[config.mk]
export PLATFORM = sky130hd
export DESIGN_NAME = token_engine
export DESIGN_NICKNAME = d
export VERILOG_FILES = /design/src/token_engine_pkg.sv /design/src/pass_sequencer.sv /design/src/weight_load_ctrl.sv /design/src/lane_fifo_ctrl.sv /design/src/glb_arbiter.sv /design/src/ppu.sv /design/src/token_engine.sv
export SDC_FILE = /design/constraint.sdc
export NUM_CORES = 1
export LEC_CHECK = 0
export BUFFER_PORTS_ARGS = -buffer_cell sky130_fd_sc_hd__buf_2
export CAP_MARGIN = 20
export CORE_AREA = 3 3 163 165
export CTS_CLUSTER_SIZE = 25
export DETAILED_ROUTE_END_ITERATION = 8
export DIE_AREA = 0 0 166 168
export PLACE_DENSITY = 0.8
export RECOVER_POWER = 25
export SYNTH_ARGS = -nofsm -noshare
export SYNTH_HDL_FRONTEND = slang
export SYNTH_SLANG_ARGS = --single-unit
[constraint.sdc]
create_clock -name clk -period 6.89 [get_ports clk]
set_input_delay 1.0335 -clock clk [delete_from_list [all_inputs] [get_ports clk]]
set_output_delay 1.0335 -clock clk [all_outputs]
set_load 0.01 [all_outputs]
[src/token_engine_pkg.sv]
`default_nettype none

package token_engine_pkg;

    localparam int DATA_W   = 32;  // one GLB word
    localparam int ADDR_W   = 32;  // byte address
    localparam int WEIGHT_W = 8;
    localparam int CNT_W    = 16;  // num_weights, row_len
    localparam int SCALE_W  = 6;
    localparam int WEB_W    = 4;   // all ones on write

    // layer-1 pass states
    typedef enum logic [2:0] {
        IDLE,
        WEIGHT_LOAD,
        INIT_FIFO,
        PREHEAT,
        NORMAL_LOOP,
        DONE
    } pass_state_e;

    // what the GLB port does this cycle
    typedef enum logic [1:0] {
        OP_IDLE,
        OP_READ,
        OP_WRITE
    } glb_op_e;

endpackage

`default_nettype wire

[src/pass_sequencer.sv]
`timescale 1ns/1ps
`default_nettype none

module pass_sequencer import token_engine_pkg::*; (
    input  logic clk,
    input  logic rst_n_i,
    input  logic pass_start_i,
    input  logic weight_load_done_i,
    input  logic preheat_done_i,
    input  logic normal_loop_done_i,
    output logic pass_done_o,
    output logic weight_load_state_o,
    output logic init_fifo_state_o,
    output logic preheat_state_o,
    output logic normal_loop_state_o,
    output logic ifmap_fifo_reset_o,
    output logic opsum_fifo_reset_o
);

    pass_state_e state, state_nxt;

    always_ff @(posedge clk) begin
        if (!rst_n_i) begin
            state <= IDLE;
        end else begin
            state <= state_nxt;
        end
    end

    always_comb begin
        state_nxt = state;
        case (state)
            IDLE:        if (pass_start_i) state_nxt = WEIGHT_LOAD;
            WEIGHT_LOAD: if (weight_load_done_i) state_nxt = INIT_FIFO;
            INIT_FIFO:   state_nxt = PREHEAT;  // single cycle
            PREHEAT:     if (preheat_done_i) state_nxt = NORMAL_LOOP;
            NORMAL_LOOP: if (normal_loop_done_i) state_nxt = DONE;
            DONE:        state_nxt = IDLE;
            default:     state_nxt = IDLE;
        endcase
    end

    // level outputs to the workers
    assign weight_load_state_o = (state == WEIGHT_LOAD);
    assign init_fifo_state_o   = (state == INIT_FIFO);
    assign preheat_state_o     = (state == PREHEAT);
    assign normal_loop_state_o = (state == NORMAL_LOOP);
    assign pass_done_o         = (state == DONE);

    // both FIFOs are flushed during the init cycle
    assign ifmap_fifo_reset_o = init_fifo_state_o;
    assign opsum_fifo_reset_o = init_fifo_state_o;

    a_one_state: assert property (@(posedge clk) disable iff (!rst_n_i)
        $onehot0({weight_load_state_o, init_fifo_state_o, preheat_state_o,
                  normal_loop_state_o}));

endmodule

`default_nettype wire

[src/weight_load_ctrl.sv]
`timescale 1ns/1ps
`default_nettype none

module weight_load_ctrl import token_engine_pkg::*; #(
    parameter int NUM_LANES = 4
) (
    input  logic                 clk,
    input  logic                 rst_n_i,
    input  logic                 weight_load_state_i,
    input  logic [ADDR_W-1:0]    weight_base_i,     // in words
    input  logic [CNT_W-1:0]     num_weights_i,
    input  logic                 permit_i,
    input  logic [DATA_W-1:0]    glb_read_data_i,
    output logic                 req_o,
    output logic [ADDR_W-1:0]    addr_o,
    output logic [WEIGHT_W-1:0]  weight_in_o,
    output logic [NUM_LANES-1:0] weight_load_en_o,
    output logic                 weight_load_done_o
);

    logic [CNT_W-1:0] issue_cnt;
    logic [CNT_W-1:0] ret_cnt;
    logic             rd_valid;  // read data on the bus this cycle

    always_ff @(posedge clk) begin
        if (!rst_n_i) begin
            issue_cnt <= '0;
            ret_cnt   <= '0;
            rd_valid  <= 1'b0;
        end else begin
            rd_valid <= permit_i;
            if (!weight_load_state_i) begin
                issue_cnt <= '0;
                ret_cnt   <= '0;
            end else begin
                if (permit_i)
                    issue_cnt <= issue_cnt + CNT_W'(1);
                if (rd_valid)
                    ret_cnt <= ret_cnt + CNT_W'(1);
            end
        end
    end

    assign req_o  = weight_load_state_i && (issue_cnt != num_weights_i);
    assign addr_o = (weight_base_i + ADDR_W'(issue_cnt)) << 2;  // word to byte

    // low byte goes to the lane picked by the weight index
    assign weight_in_o      = glb_read_data_i[WEIGHT_W-1:0];
    assign weight_load_en_o = rd_valid ? (NUM_LANES'(1) << (ret_cnt % NUM_LANES)) : '0;

    assign weight_load_done_o = rd_valid && (ret_cnt == num_weights_i - CNT_W'(1));

endmodule

`default_nettype wire

[src/lane_fifo_ctrl.sv]
`timescale 1ns/1ps
`default_nettype none

module lane_fifo_ctrl import token_engine_pkg::*; #(
    parameter int NUM_LANES = 4
) (
    input  logic                 clk,
    input  logic                 rst_n_i,
    input  logic                 preheat_state_i,
    input  logic                 normal_loop_state_i,
    input  logic [ADDR_W-1:0]    ifmap_base_i,
    input  logic [ADDR_W-1:0]    opsum_base_i,
    input  logic [CNT_W-1:0]     row_len_i,
    input  logic [NUM_LANES-1:0] ifmap_permit_i,
    input  logic [NUM_LANES-1:0] opsum_permit_i,
    input  logic [DATA_W-1:0]    glb_read_data_i,
    output logic [NUM_LANES-1:0] ifmap_req_o,
    output logic [NUM_LANES-1:0] opsum_req_o,
    output logic [ADDR_W-1:0]    ifmap_addr_o,
    output logic [ADDR_W-1:0]    opsum_addr_o,
    output logic [NUM_LANES-1:0] ifmap_push_o,
    output logic [DATA_W-1:0]    ifmap_push_data_o,
    output logic                 preheat_done_o,
    output logic                 normal_loop_done_o
);

    localparam int LANE_W = $clog2(NUM_LANES);

    logic [NUM_LANES-1:0] rd_pend;    // lanes still to read this phase
    logic [NUM_LANES-1:0] wr_pend;    // lanes still to write this round
    logic [CNT_W-1:0]     round;
    logic [CNT_W-1:0]     rd_row;
    logic                 pre_q, nor_q;
    logic                 rd_valid, rd_last_q;
    logic [LANE_W-1:0]    tag;        // lane of the read in flight
    logic [LANE_W-1:0]    rd_lane, wr_lane;
    logic                 rd_last, wr_last, last_round;

    // lowest pending lane, same order the arbiter uses
    always_comb begin
        rd_lane = '0;
        wr_lane = '0;
        for (int i = NUM_LANES - 1; i >= 0; i--) begin
            if (rd_pend[i])
                rd_lane = LANE_W'(i);
            if (wr_pend[i])
                wr_lane = LANE_W'(i);
        end
    end

    assign rd_last    = |ifmap_permit_i && ((rd_pend & ~ifmap_permit_i) == '0);
    assign wr_last    = |opsum_permit_i && ((wr_pend & ~opsum_permit_i) == '0);
    assign last_round = (round + CNT_W'(1)) == row_len_i;

    always_ff @(posedge clk) begin
        if (!rst_n_i) begin
            rd_pend   <= '0;
            wr_pend   <= '0;
            round     <= '0;
            rd_row    <= '0;
            pre_q     <= 1'b0;
            nor_q     <= 1'b0;
            rd_valid  <= 1'b0;
            rd_last_q <= 1'b0;
        end else begin
            pre_q     <= preheat_state_i;
            nor_q     <= normal_loop_state_i;
            rd_valid  <= |ifmap_permit_i;
            rd_last_q <= rd_last;
            rd_pend   <= rd_pend & ~ifmap_permit_i;
            wr_pend   <= wr_pend & ~opsum_permit_i;
            if (preheat_state_i && !pre_q) begin  // preheat fetches row 0
                rd_pend <= '1;
                rd_row  <= '0;
            end
            if (normal_loop_state_i && !nor_q) begin
                wr_pend <= '1;
                round   <= '0;
            end
            // writes of a round done, fetch the next row
            if (normal_loop_state_i && wr_last && !last_round) begin
                rd_pend <= '1;
                rd_row  <= round + CNT_W'(1);
            end
            if (normal_loop_state_i && rd_last) begin
                wr_pend <= '1;
                round   <= round + CNT_W'(1);
            end
        end
    end

    always_ff @(posedge clk) begin
        if (|ifmap_permit_i)
            tag <= rd_lane;
    end

    assign ifmap_req_o  = rd_pend;
    assign opsum_req_o  = wr_pend;
    assign ifmap_addr_o = (ifmap_base_i + ADDR_W'(rd_row) * ADDR_W'(NUM_LANES)
                           + ADDR_W'(rd_lane)) << 2;
    assign opsum_addr_o = (opsum_base_i + ADDR_W'(round) * ADDR_W'(NUM_LANES)
                           + ADDR_W'(wr_lane)) << 2;

    assign ifmap_push_o      = rd_valid ? (NUM_LANES'(1) << tag) : '0;
    assign ifmap_push_data_o = glb_read_data_i;  // word goes in unchanged

    assign preheat_done_o     = preheat_state_i && rd_valid && rd_last_q;
    assign normal_loop_done_o = normal_loop_state_i && wr_last && last_round;

    // arbiter must only answer lanes that asked
    a_permit_req: assert property (@(posedge clk) disable iff (!rst_n_i)
        ((ifmap_permit_i & ~ifmap_req_o) == '0) && ((opsum_permit_i & ~opsum_req_o) == '0));

endmodule

`default_nettype wire

[src/glb_arbiter.sv]
`timescale 1ns/1ps
`default_nettype none

module glb_arbiter import token_engine_pkg::*; #(
    parameter int NUM_LANES = 4
) (
    input  logic                              weight_req_i,
    input  logic [ADDR_W-1:0]                 weight_addr_i,
    input  logic [NUM_LANES-1:0]              ifmap_req_i,
    input  logic [ADDR_W-1:0]                 ifmap_addr_i,
    input  logic [NUM_LANES-1:0]              opsum_req_i,
    input  logic [ADDR_W-1:0]                 opsum_addr_i,
    input  logic [NUM_LANES-1:0][DATA_W-1:0]  opsum_pop_data_i,
    output logic                              weight_permit_o,
    output logic [NUM_LANES-1:0]              ifmap_permit_o,
    output logic [NUM_LANES-1:0]              opsum_permit_o,
    output logic                              glb_en_o,
    output logic [WEB_W-1:0]                  glb_web_o,
    output logic [ADDR_W-1:0]                 glb_addr_o,
    output logic [DATA_W-1:0]                 raw_write_data_o,
    output logic [NUM_LANES-1:0]              opsum_pop_o
);

    glb_op_e op;

    // weight first, then opsum writes, then ifmap reads
    always_comb begin
        op              = OP_IDLE;
        weight_permit_o = 1'b0;
        ifmap_permit_o  = '0;
        opsum_permit_o  = '0;
        glb_addr_o      = '0;
        if (weight_req_i) begin
            op              = OP_READ;
            weight_permit_o = 1'b1;
            glb_addr_o      = weight_addr_i;
        end else if (|opsum_req_i) begin
            op             = OP_WRITE;
            opsum_permit_o = opsum_req_i & (~opsum_req_i + NUM_LANES'(1));  // lowest lane
            glb_addr_o     = opsum_addr_i;
        end else if (|ifmap_req_i) begin
            op             = OP_READ;
            ifmap_permit_o = ifmap_req_i & (~ifmap_req_i + NUM_LANES'(1));
            glb_addr_o     = ifmap_addr_i;
        end
    end

    always_comb begin
        raw_write_data_o = '0;
        for (int i = 0; i < NUM_LANES; i++) begin
            if (opsum_permit_o[i])
                raw_write_data_o = opsum_pop_data_i[i];
        end
    end

    assign glb_en_o    = (op != OP_IDLE);
    assign glb_web_o   = (op == OP_WRITE) ? '1 : '0;
    assign opsum_pop_o = opsum_permit_o;  // FWFT word leaves with the write

    always_comb begin
        a_one_permit: assert ($onehot0({weight_permit_o, ifmap_permit_o, opsum_permit_o}))
            else $error("more than one GLB permit");
    end

endmodule

`default_nettype wire

[src/ppu.sv]
`timescale 1ns/1ps
`default_nettype none

module ppu import token_engine_pkg::*; (
    input  logic [DATA_W-1:0]  data_i,
    input  logic [SCALE_W-1:0] scaling_factor_i,
    input  logic               relu_en_i,
    input  logic               need_ppu_i,
    output logic [DATA_W-1:0]  data_o
);

    logic signed [DATA_W-1:0] shifted;

    assign shifted = $signed(data_i) >>> scaling_factor_i;  // keeps the sign

    always_comb begin
        if (!need_ppu_i)
            data_o = data_i;  // bypass
        else if (relu_en_i && shifted[DATA_W-1])
            data_o = '0;
        else
            data_o = shifted;
    end

endmodule

`default_nettype wire

[src/token_engine.sv]
`timescale 1ns/1ps
`default_nettype none

module token_engine import token_engine_pkg::*; #(
    parameter int NUM_LANES = 4
) (
    input  logic                             clk,
    input  logic                             rst_n_i,
    input  logic                             pass_start_i,
    output logic                             pass_done_o,
    input  logic [ADDR_W-1:0]                weight_base_i,  // word addresses
    input  logic [ADDR_W-1:0]                ifmap_base_i,
    input  logic [ADDR_W-1:0]                opsum_base_i,
    input  logic [CNT_W-1:0]                 num_weights_i,
    input  logic [CNT_W-1:0]                 row_len_i,
    input  logic [SCALE_W-1:0]               scaling_factor_i,
    input  logic                             relu_en_i,
    input  logic                             need_ppu_i,
    input  logic [DATA_W-1:0]                glb_read_data_i,
    output logic                             glb_en_o,
    output logic [WEB_W-1:0]                 glb_web_o,
    output logic [ADDR_W-1:0]                glb_addr_o,
    output logic [DATA_W-1:0]                glb_write_data_o,
    output logic [WEIGHT_W-1:0]              weight_in_o,
    output logic [NUM_LANES-1:0]             weight_load_en_o,
    output logic                             ifmap_fifo_reset_o,
    output logic                             opsum_fifo_reset_o,
    output logic [NUM_LANES-1:0]             ifmap_push_o,
    output logic [DATA_W-1:0]                ifmap_push_data_o,
    output logic [NUM_LANES-1:0]             opsum_pop_o,
    input  logic [NUM_LANES-1:0][DATA_W-1:0] opsum_pop_data_i
);

    logic weight_load_state, preheat_state, normal_loop_state;
    logic weight_load_done, preheat_done, normal_loop_done;

    logic                 weight_req, weight_permit;
    logic [ADDR_W-1:0]    weight_addr, ifmap_addr, opsum_addr;
    logic [NUM_LANES-1:0] ifmap_req, ifmap_permit, opsum_req, opsum_permit;
    logic [DATA_W-1:0]    raw_write_data;

    pass_sequencer u_pass_sequencer (
        .clk                (clk),
        .rst_n_i            (rst_n_i),
        .pass_start_i       (pass_start_i),
        .weight_load_done_i (weight_load_done),
        .preheat_done_i     (preheat_done),
        .normal_loop_done_i (normal_loop_done),
        .pass_done_o        (pass_done_o),
        .weight_load_state_o(weight_load_state),
        .init_fifo_state_o  (),
        .preheat_state_o    (preheat_state),
        .normal_loop_state_o(normal_loop_state),
        .ifmap_fifo_reset_o (ifmap_fifo_reset_o),
        .opsum_fifo_reset_o (opsum_fifo_reset_o)
    );

    weight_load_ctrl #(.NUM_LANES(NUM_LANES)) u_weight_load_ctrl (
        .clk                (clk),
        .rst_n_i            (rst_n_i),
        .weight_load_state_i(weight_load_state),
        .weight_base_i      (weight_base_i),
        .num_weights_i      (num_weights_i),
        .permit_i           (weight_permit),
        .glb_read_data_i    (glb_read_data_i),
        .req_o              (weight_req),
        .addr_o             (weight_addr),
        .weight_in_o        (weight_in_o),
        .weight_load_en_o   (weight_load_en_o),
        .weight_load_done_o (weight_load_done)
    );

    lane_fifo_ctrl #(.NUM_LANES(NUM_LANES)) u_lane_fifo_ctrl (
        .clk                (clk),
        .rst_n_i            (rst_n_i),
        .preheat_state_i    (preheat_state),
        .normal_loop_state_i(normal_loop_state),
        .ifmap_base_i       (ifmap_base_i),
        .opsum_base_i       (opsum_base_i),
        .row_len_i          (row_len_i),
        .ifmap_permit_i     (ifmap_permit),
        .opsum_permit_i     (opsum_permit),
        .glb_read_data_i    (glb_read_data_i),
        .ifmap_req_o        (ifmap_req),
        .opsum_req_o        (opsum_req),
        .ifmap_addr_o       (ifmap_addr),
        .opsum_addr_o       (opsum_addr),
        .ifmap_push_o       (ifmap_push_o),
        .ifmap_push_data_o  (ifmap_push_data_o),
        .preheat_done_o     (preheat_done),
        .normal_loop_done_o (normal_loop_done)
    );

    glb_arbiter #(.NUM_LANES(NUM_LANES)) u_glb_arbiter (
        .weight_req_i    (weight_req),
        .weight_addr_i   (weight_addr),
        .ifmap_req_i     (ifmap_req),
        .ifmap_addr_i    (ifmap_addr),
        .opsum_req_i     (opsum_req),
        .opsum_addr_i    (opsum_addr),
        .opsum_pop_data_i(opsum_pop_data_i),
        .weight_permit_o (weight_permit),
        .ifmap_permit_o  (ifmap_permit),
        .opsum_permit_o  (opsum_permit),
        .glb_en_o        (glb_en_o),
        .glb_web_o       (glb_web_o),
        .glb_addr_o      (glb_addr_o),
        .raw_write_data_o(raw_write_data),
        .opsum_pop_o     (opsum_pop_o)
    );

    // results are scaled on their way into the GLB
    ppu u_ppu (
        .data_i          (raw_write_data),
        .scaling_factor_i(scaling_factor_i),
        .relu_en_i       (relu_en_i),
        .need_ppu_i      (need_ppu_i),
        .data_o          (glb_write_data_o)
    );

endmodule

`default_nettype wire

==> results.ini <==
[finish]
area_growth_pct = 13.5
drive_above_1_share = 0.216
layout_commonest_cell = buf_2
final_util = 0.586
final_cell_mix = buf_2 (340), nor2_1 (200), nand2_1 (191)
fin_nets = 2431

[flow_run]
drv_cap = 2

[yosys]
yosysSeqAreaShare = 0.128
syn_area_sq_um = 13000
synth_cells = 1853
ys_ff_latch = 82
synth_edf_count = 2
async_reset_ff_frac = 0
syn_area_per_cell_sq_um = 7.02
synth_flop_cell = dfxtp_1
yosysWarnings = 0
yosysUniqueCellTypes = 106

[cts]
clockBufferDepth = 2
cts_hold_buf = 0
clk_pin_slew_ns = 0.07
clk_latency_ns = 0.35
cts_root_buf = clkbuf_16
numCtsBuffers = 9
post_cts_buffers = 0
cts_tree = built
cts.sinks = 82
cts_resized = 0
cts.htree.levels = 3

[sta]
clock_skew_ns = 0.0149
fin_crit_sh = 0.928
drv_slew = 76
hold_viol = 0
rsz0062_at_grt = false
fin_ws_ns = 0.496
min_period_ns = 6.39
whs_ns = 0.512
slew_headroom = -0.0769
tns_ns = 0
worst_pin_slew_ns = 1.62
clock.fmax_mhz = 156
finalSetupViolations = 0

[critical_path]
worst-r2r-cell-count = 10
required_ns = 5.86
worstSetupEndpointType = output port
arrival_ns = 5.36
startpoint_type = flop
cp_max_fo = 29
r2r-start = u_pass_sequencer.state[0]
r2r_end = u_lane_fifo_ctrl.round[2]
rrSetupSlack_ns = 2.32
critPathKind = flop to output port

[status]
violations = max-capacitance violations, max-slew violations
outcome = complete, but fails checks

[min_path]
holdPathStages = 2
min_from = u_lane_fifo_ctrl.rd_row[5]
holdCritPathClass = flop to flop
min_to = u_lane_fifo_ctrl.rd_row[5]

[detailed_routing]
drt-initial-drc-count = 1931
route.detailed.drc = 0
drt-vias-per-instance = 6.81
routed_wl_um = 62800
wl_per_cell_um = 26.0
antenna_left = 0
num_vias = 16400
first_pass_iters = 6

[floorplanning]
dieArea_sq_um = 27900
die_h_um = 168
io_pins = 423
die_x_um = 166
start_util = 0.517
num_rows = 58
core_area_sq_um = 25200

[power]
vdd_drop_max_mv = 0.128
powerDensity_nw_per_um2 = 96.6
total_power_mw = 1.43
leakagePower_nw = 6.22

[grt]
grt_remaining_overflow = 0
grt_pass1_wl_um = 93900
first_global_vias = 15400
grt_usage = 0.426
antenna_found_initial = 8
grt_max_degree = 65

[placed_design]
gp_congestion = 1.08
hpwl_um = 49400
port_buffers = 342
place_worst_setup_slack_ns = 0.987

[cells in the mapped netlist, types with 12 or more instances]
| library cell | number | area [sq um] |
|---|---|---|
| o22ai_1 | 19 | 119 |
| or3_1 | 19 | 119 |
| a21oi_1 | 136 | 681 |
| a221oi_1 | 14 | 123 |
| dfxtp_1 | 80 | 1600 |
| a211oi_1 | 38 | 285 |
| nor3_1 | 46 | 230 |
| a21o_1 | 20 | 150 |
| o21a_1 | 15 | 113 |
| inv_1 | 45 | 169 |
| o221ai_1 | 12 | 105 |
| nand2b_1 | 17 | 106 |
| nor2_1 | 201 | 754 |
| nand3_1 | 47 | 235 |
| buf_4 | 53 | 398 |
| o211ai_1 | 40 | 300 |
| mux2_2 | 13 | 146 |
| o2111ai_1 | 14 | 123 |
| xor2_1 | 76 | 666 |
| o21ai_0 | 117 | 586 |
| ha_1 | 59 | 738 |
| and3_1 | 26 | 163 |
| nand4_1 | 33 | 206 |
| and2_1 | 25 | 156 |
| mux2i_1 | 36 | 360 |
| buf_2 | 23 | 115 |
| xnor2_1 | 66 | 578 |
| a22oi_1 | 39 | 293 |
| clkbuf_1 | 80 | 300 |
| a31oi_1 | 14 | 87.6 |
| nand2_1 | 191 | 717 |
[per-layer routing]
layer  GRT usage  wire (um)  vias to the layer above
li1            -          -                     7282
met1       0.551      24400                     7811
met2       0.681      28100                     1083
met3      0.0714       6100                      244
met4       0.227       4120                        2
met5           0         12                        -
[critical path: stages (launching register included)]
cell and delay (ns):
dfxtp_1 0.45, nor2b_4 0.25, nor2b_1 0.18, clkbuf_1 1.18, nand2_1 0.62, nand2_1 0.40, inv_1 0.09, a32o_1 0.36
mux4_2 0.53, o211ai_1 0.42, a221o_1 0.23, o21ai_0 0.09, buf_2 0.16
[logic make-up (layout without fill, tap and decap cells)]
family                   Yosys count  in the layout  synth area share
adder cells (fa/ha/maj)           62             62            0.0614
multiplexers                      54             54            0.0459
XOR/XNOR                         149            149             0.108
flip-flops                        82             82             0.128
AND/OR/NAND/NOR                  692            692             0.263
other                              1              9          0.000288
AO/OA/AOI/OAI                    599            599             0.312
buffers and inverters            214            435            0.0818
[sequential cells by signal, summed over array words and instances (netlist names)]
signal / cells
u_lane_fifo_ctrl.round: 16
u_weight_load_ctrl.ret_cnt: 16
u_lane_fifo_ctrl.rd_valid: 1
u_lane_fifo_ctrl.ifmap_req_o: 4
u_weight_load_ctrl.issue_cnt: 16
u_weight_load_ctrl.rd_valid: 1
u_lane_fifo_ctrl.tag: 2
u_lane_fifo_ctrl.nor_q: 1
u_pass_sequencer.state: 3
u_lane_fifo_ctrl.pre_q: 1
u_lane_fifo_ctrl.rd_last_q: 1
u_lane_fifo_ctrl.rd_row: 16
u_lane_fifo_ctrl.opsum_req_o: 4
[through the flow]
step                area [sq um]  instances
detailed placement         14500       2388
CTS                        14800       2404
global placement           14500       2388
floorplan                  13000       1854
global route               14800       2412
finish                     14800       2412
[report_power, final]
part | internal (mW) | leakage, nW | total (mW) | switching (mW)
Clock | 0.249 | 0.134 | 0.470 | 0.221
Sequential | 0.477 | 0.664 | 0.480 | 0.00349
Combinational | 0.177 | 5.42 | 0.477 | 0.300
Total | 0.902 | 6.22 | 1.43 | 0.525
[worst max path at each step]
stage	start	depth (start not counted)	end
floorplan	u_lane_fifo_ctrl.opsum_req_o[0]	17	glb_addr_o[29]
global placement	num_weights_i[14]	12	glb_write_data_o[1]
detailed placement	num_weights_i[3]	12	glb_write_data_o[1]
CTS	num_weights_i[10]	12	glb_write_data_o[1]
global route	u_pass_sequencer.state[0]	12	glb_write_data_o[2]
finish	u_pass_sequencer.state[0]	12	glb_write_data_o[0]
[area by class of cell]
class	instances	area, sq um
Fill cell	2414	10400
Timing Repair Buffer	370	1910
Inverter	49	184
Clock buffer	10	229
Tap cell	330	413
Sequential cell	82	1660
Antenna cell	7	17.5
Clock inverter	6	46.3
Multi-Input combinational cell	1558	10300
Power figures use the tool's default switching activity.
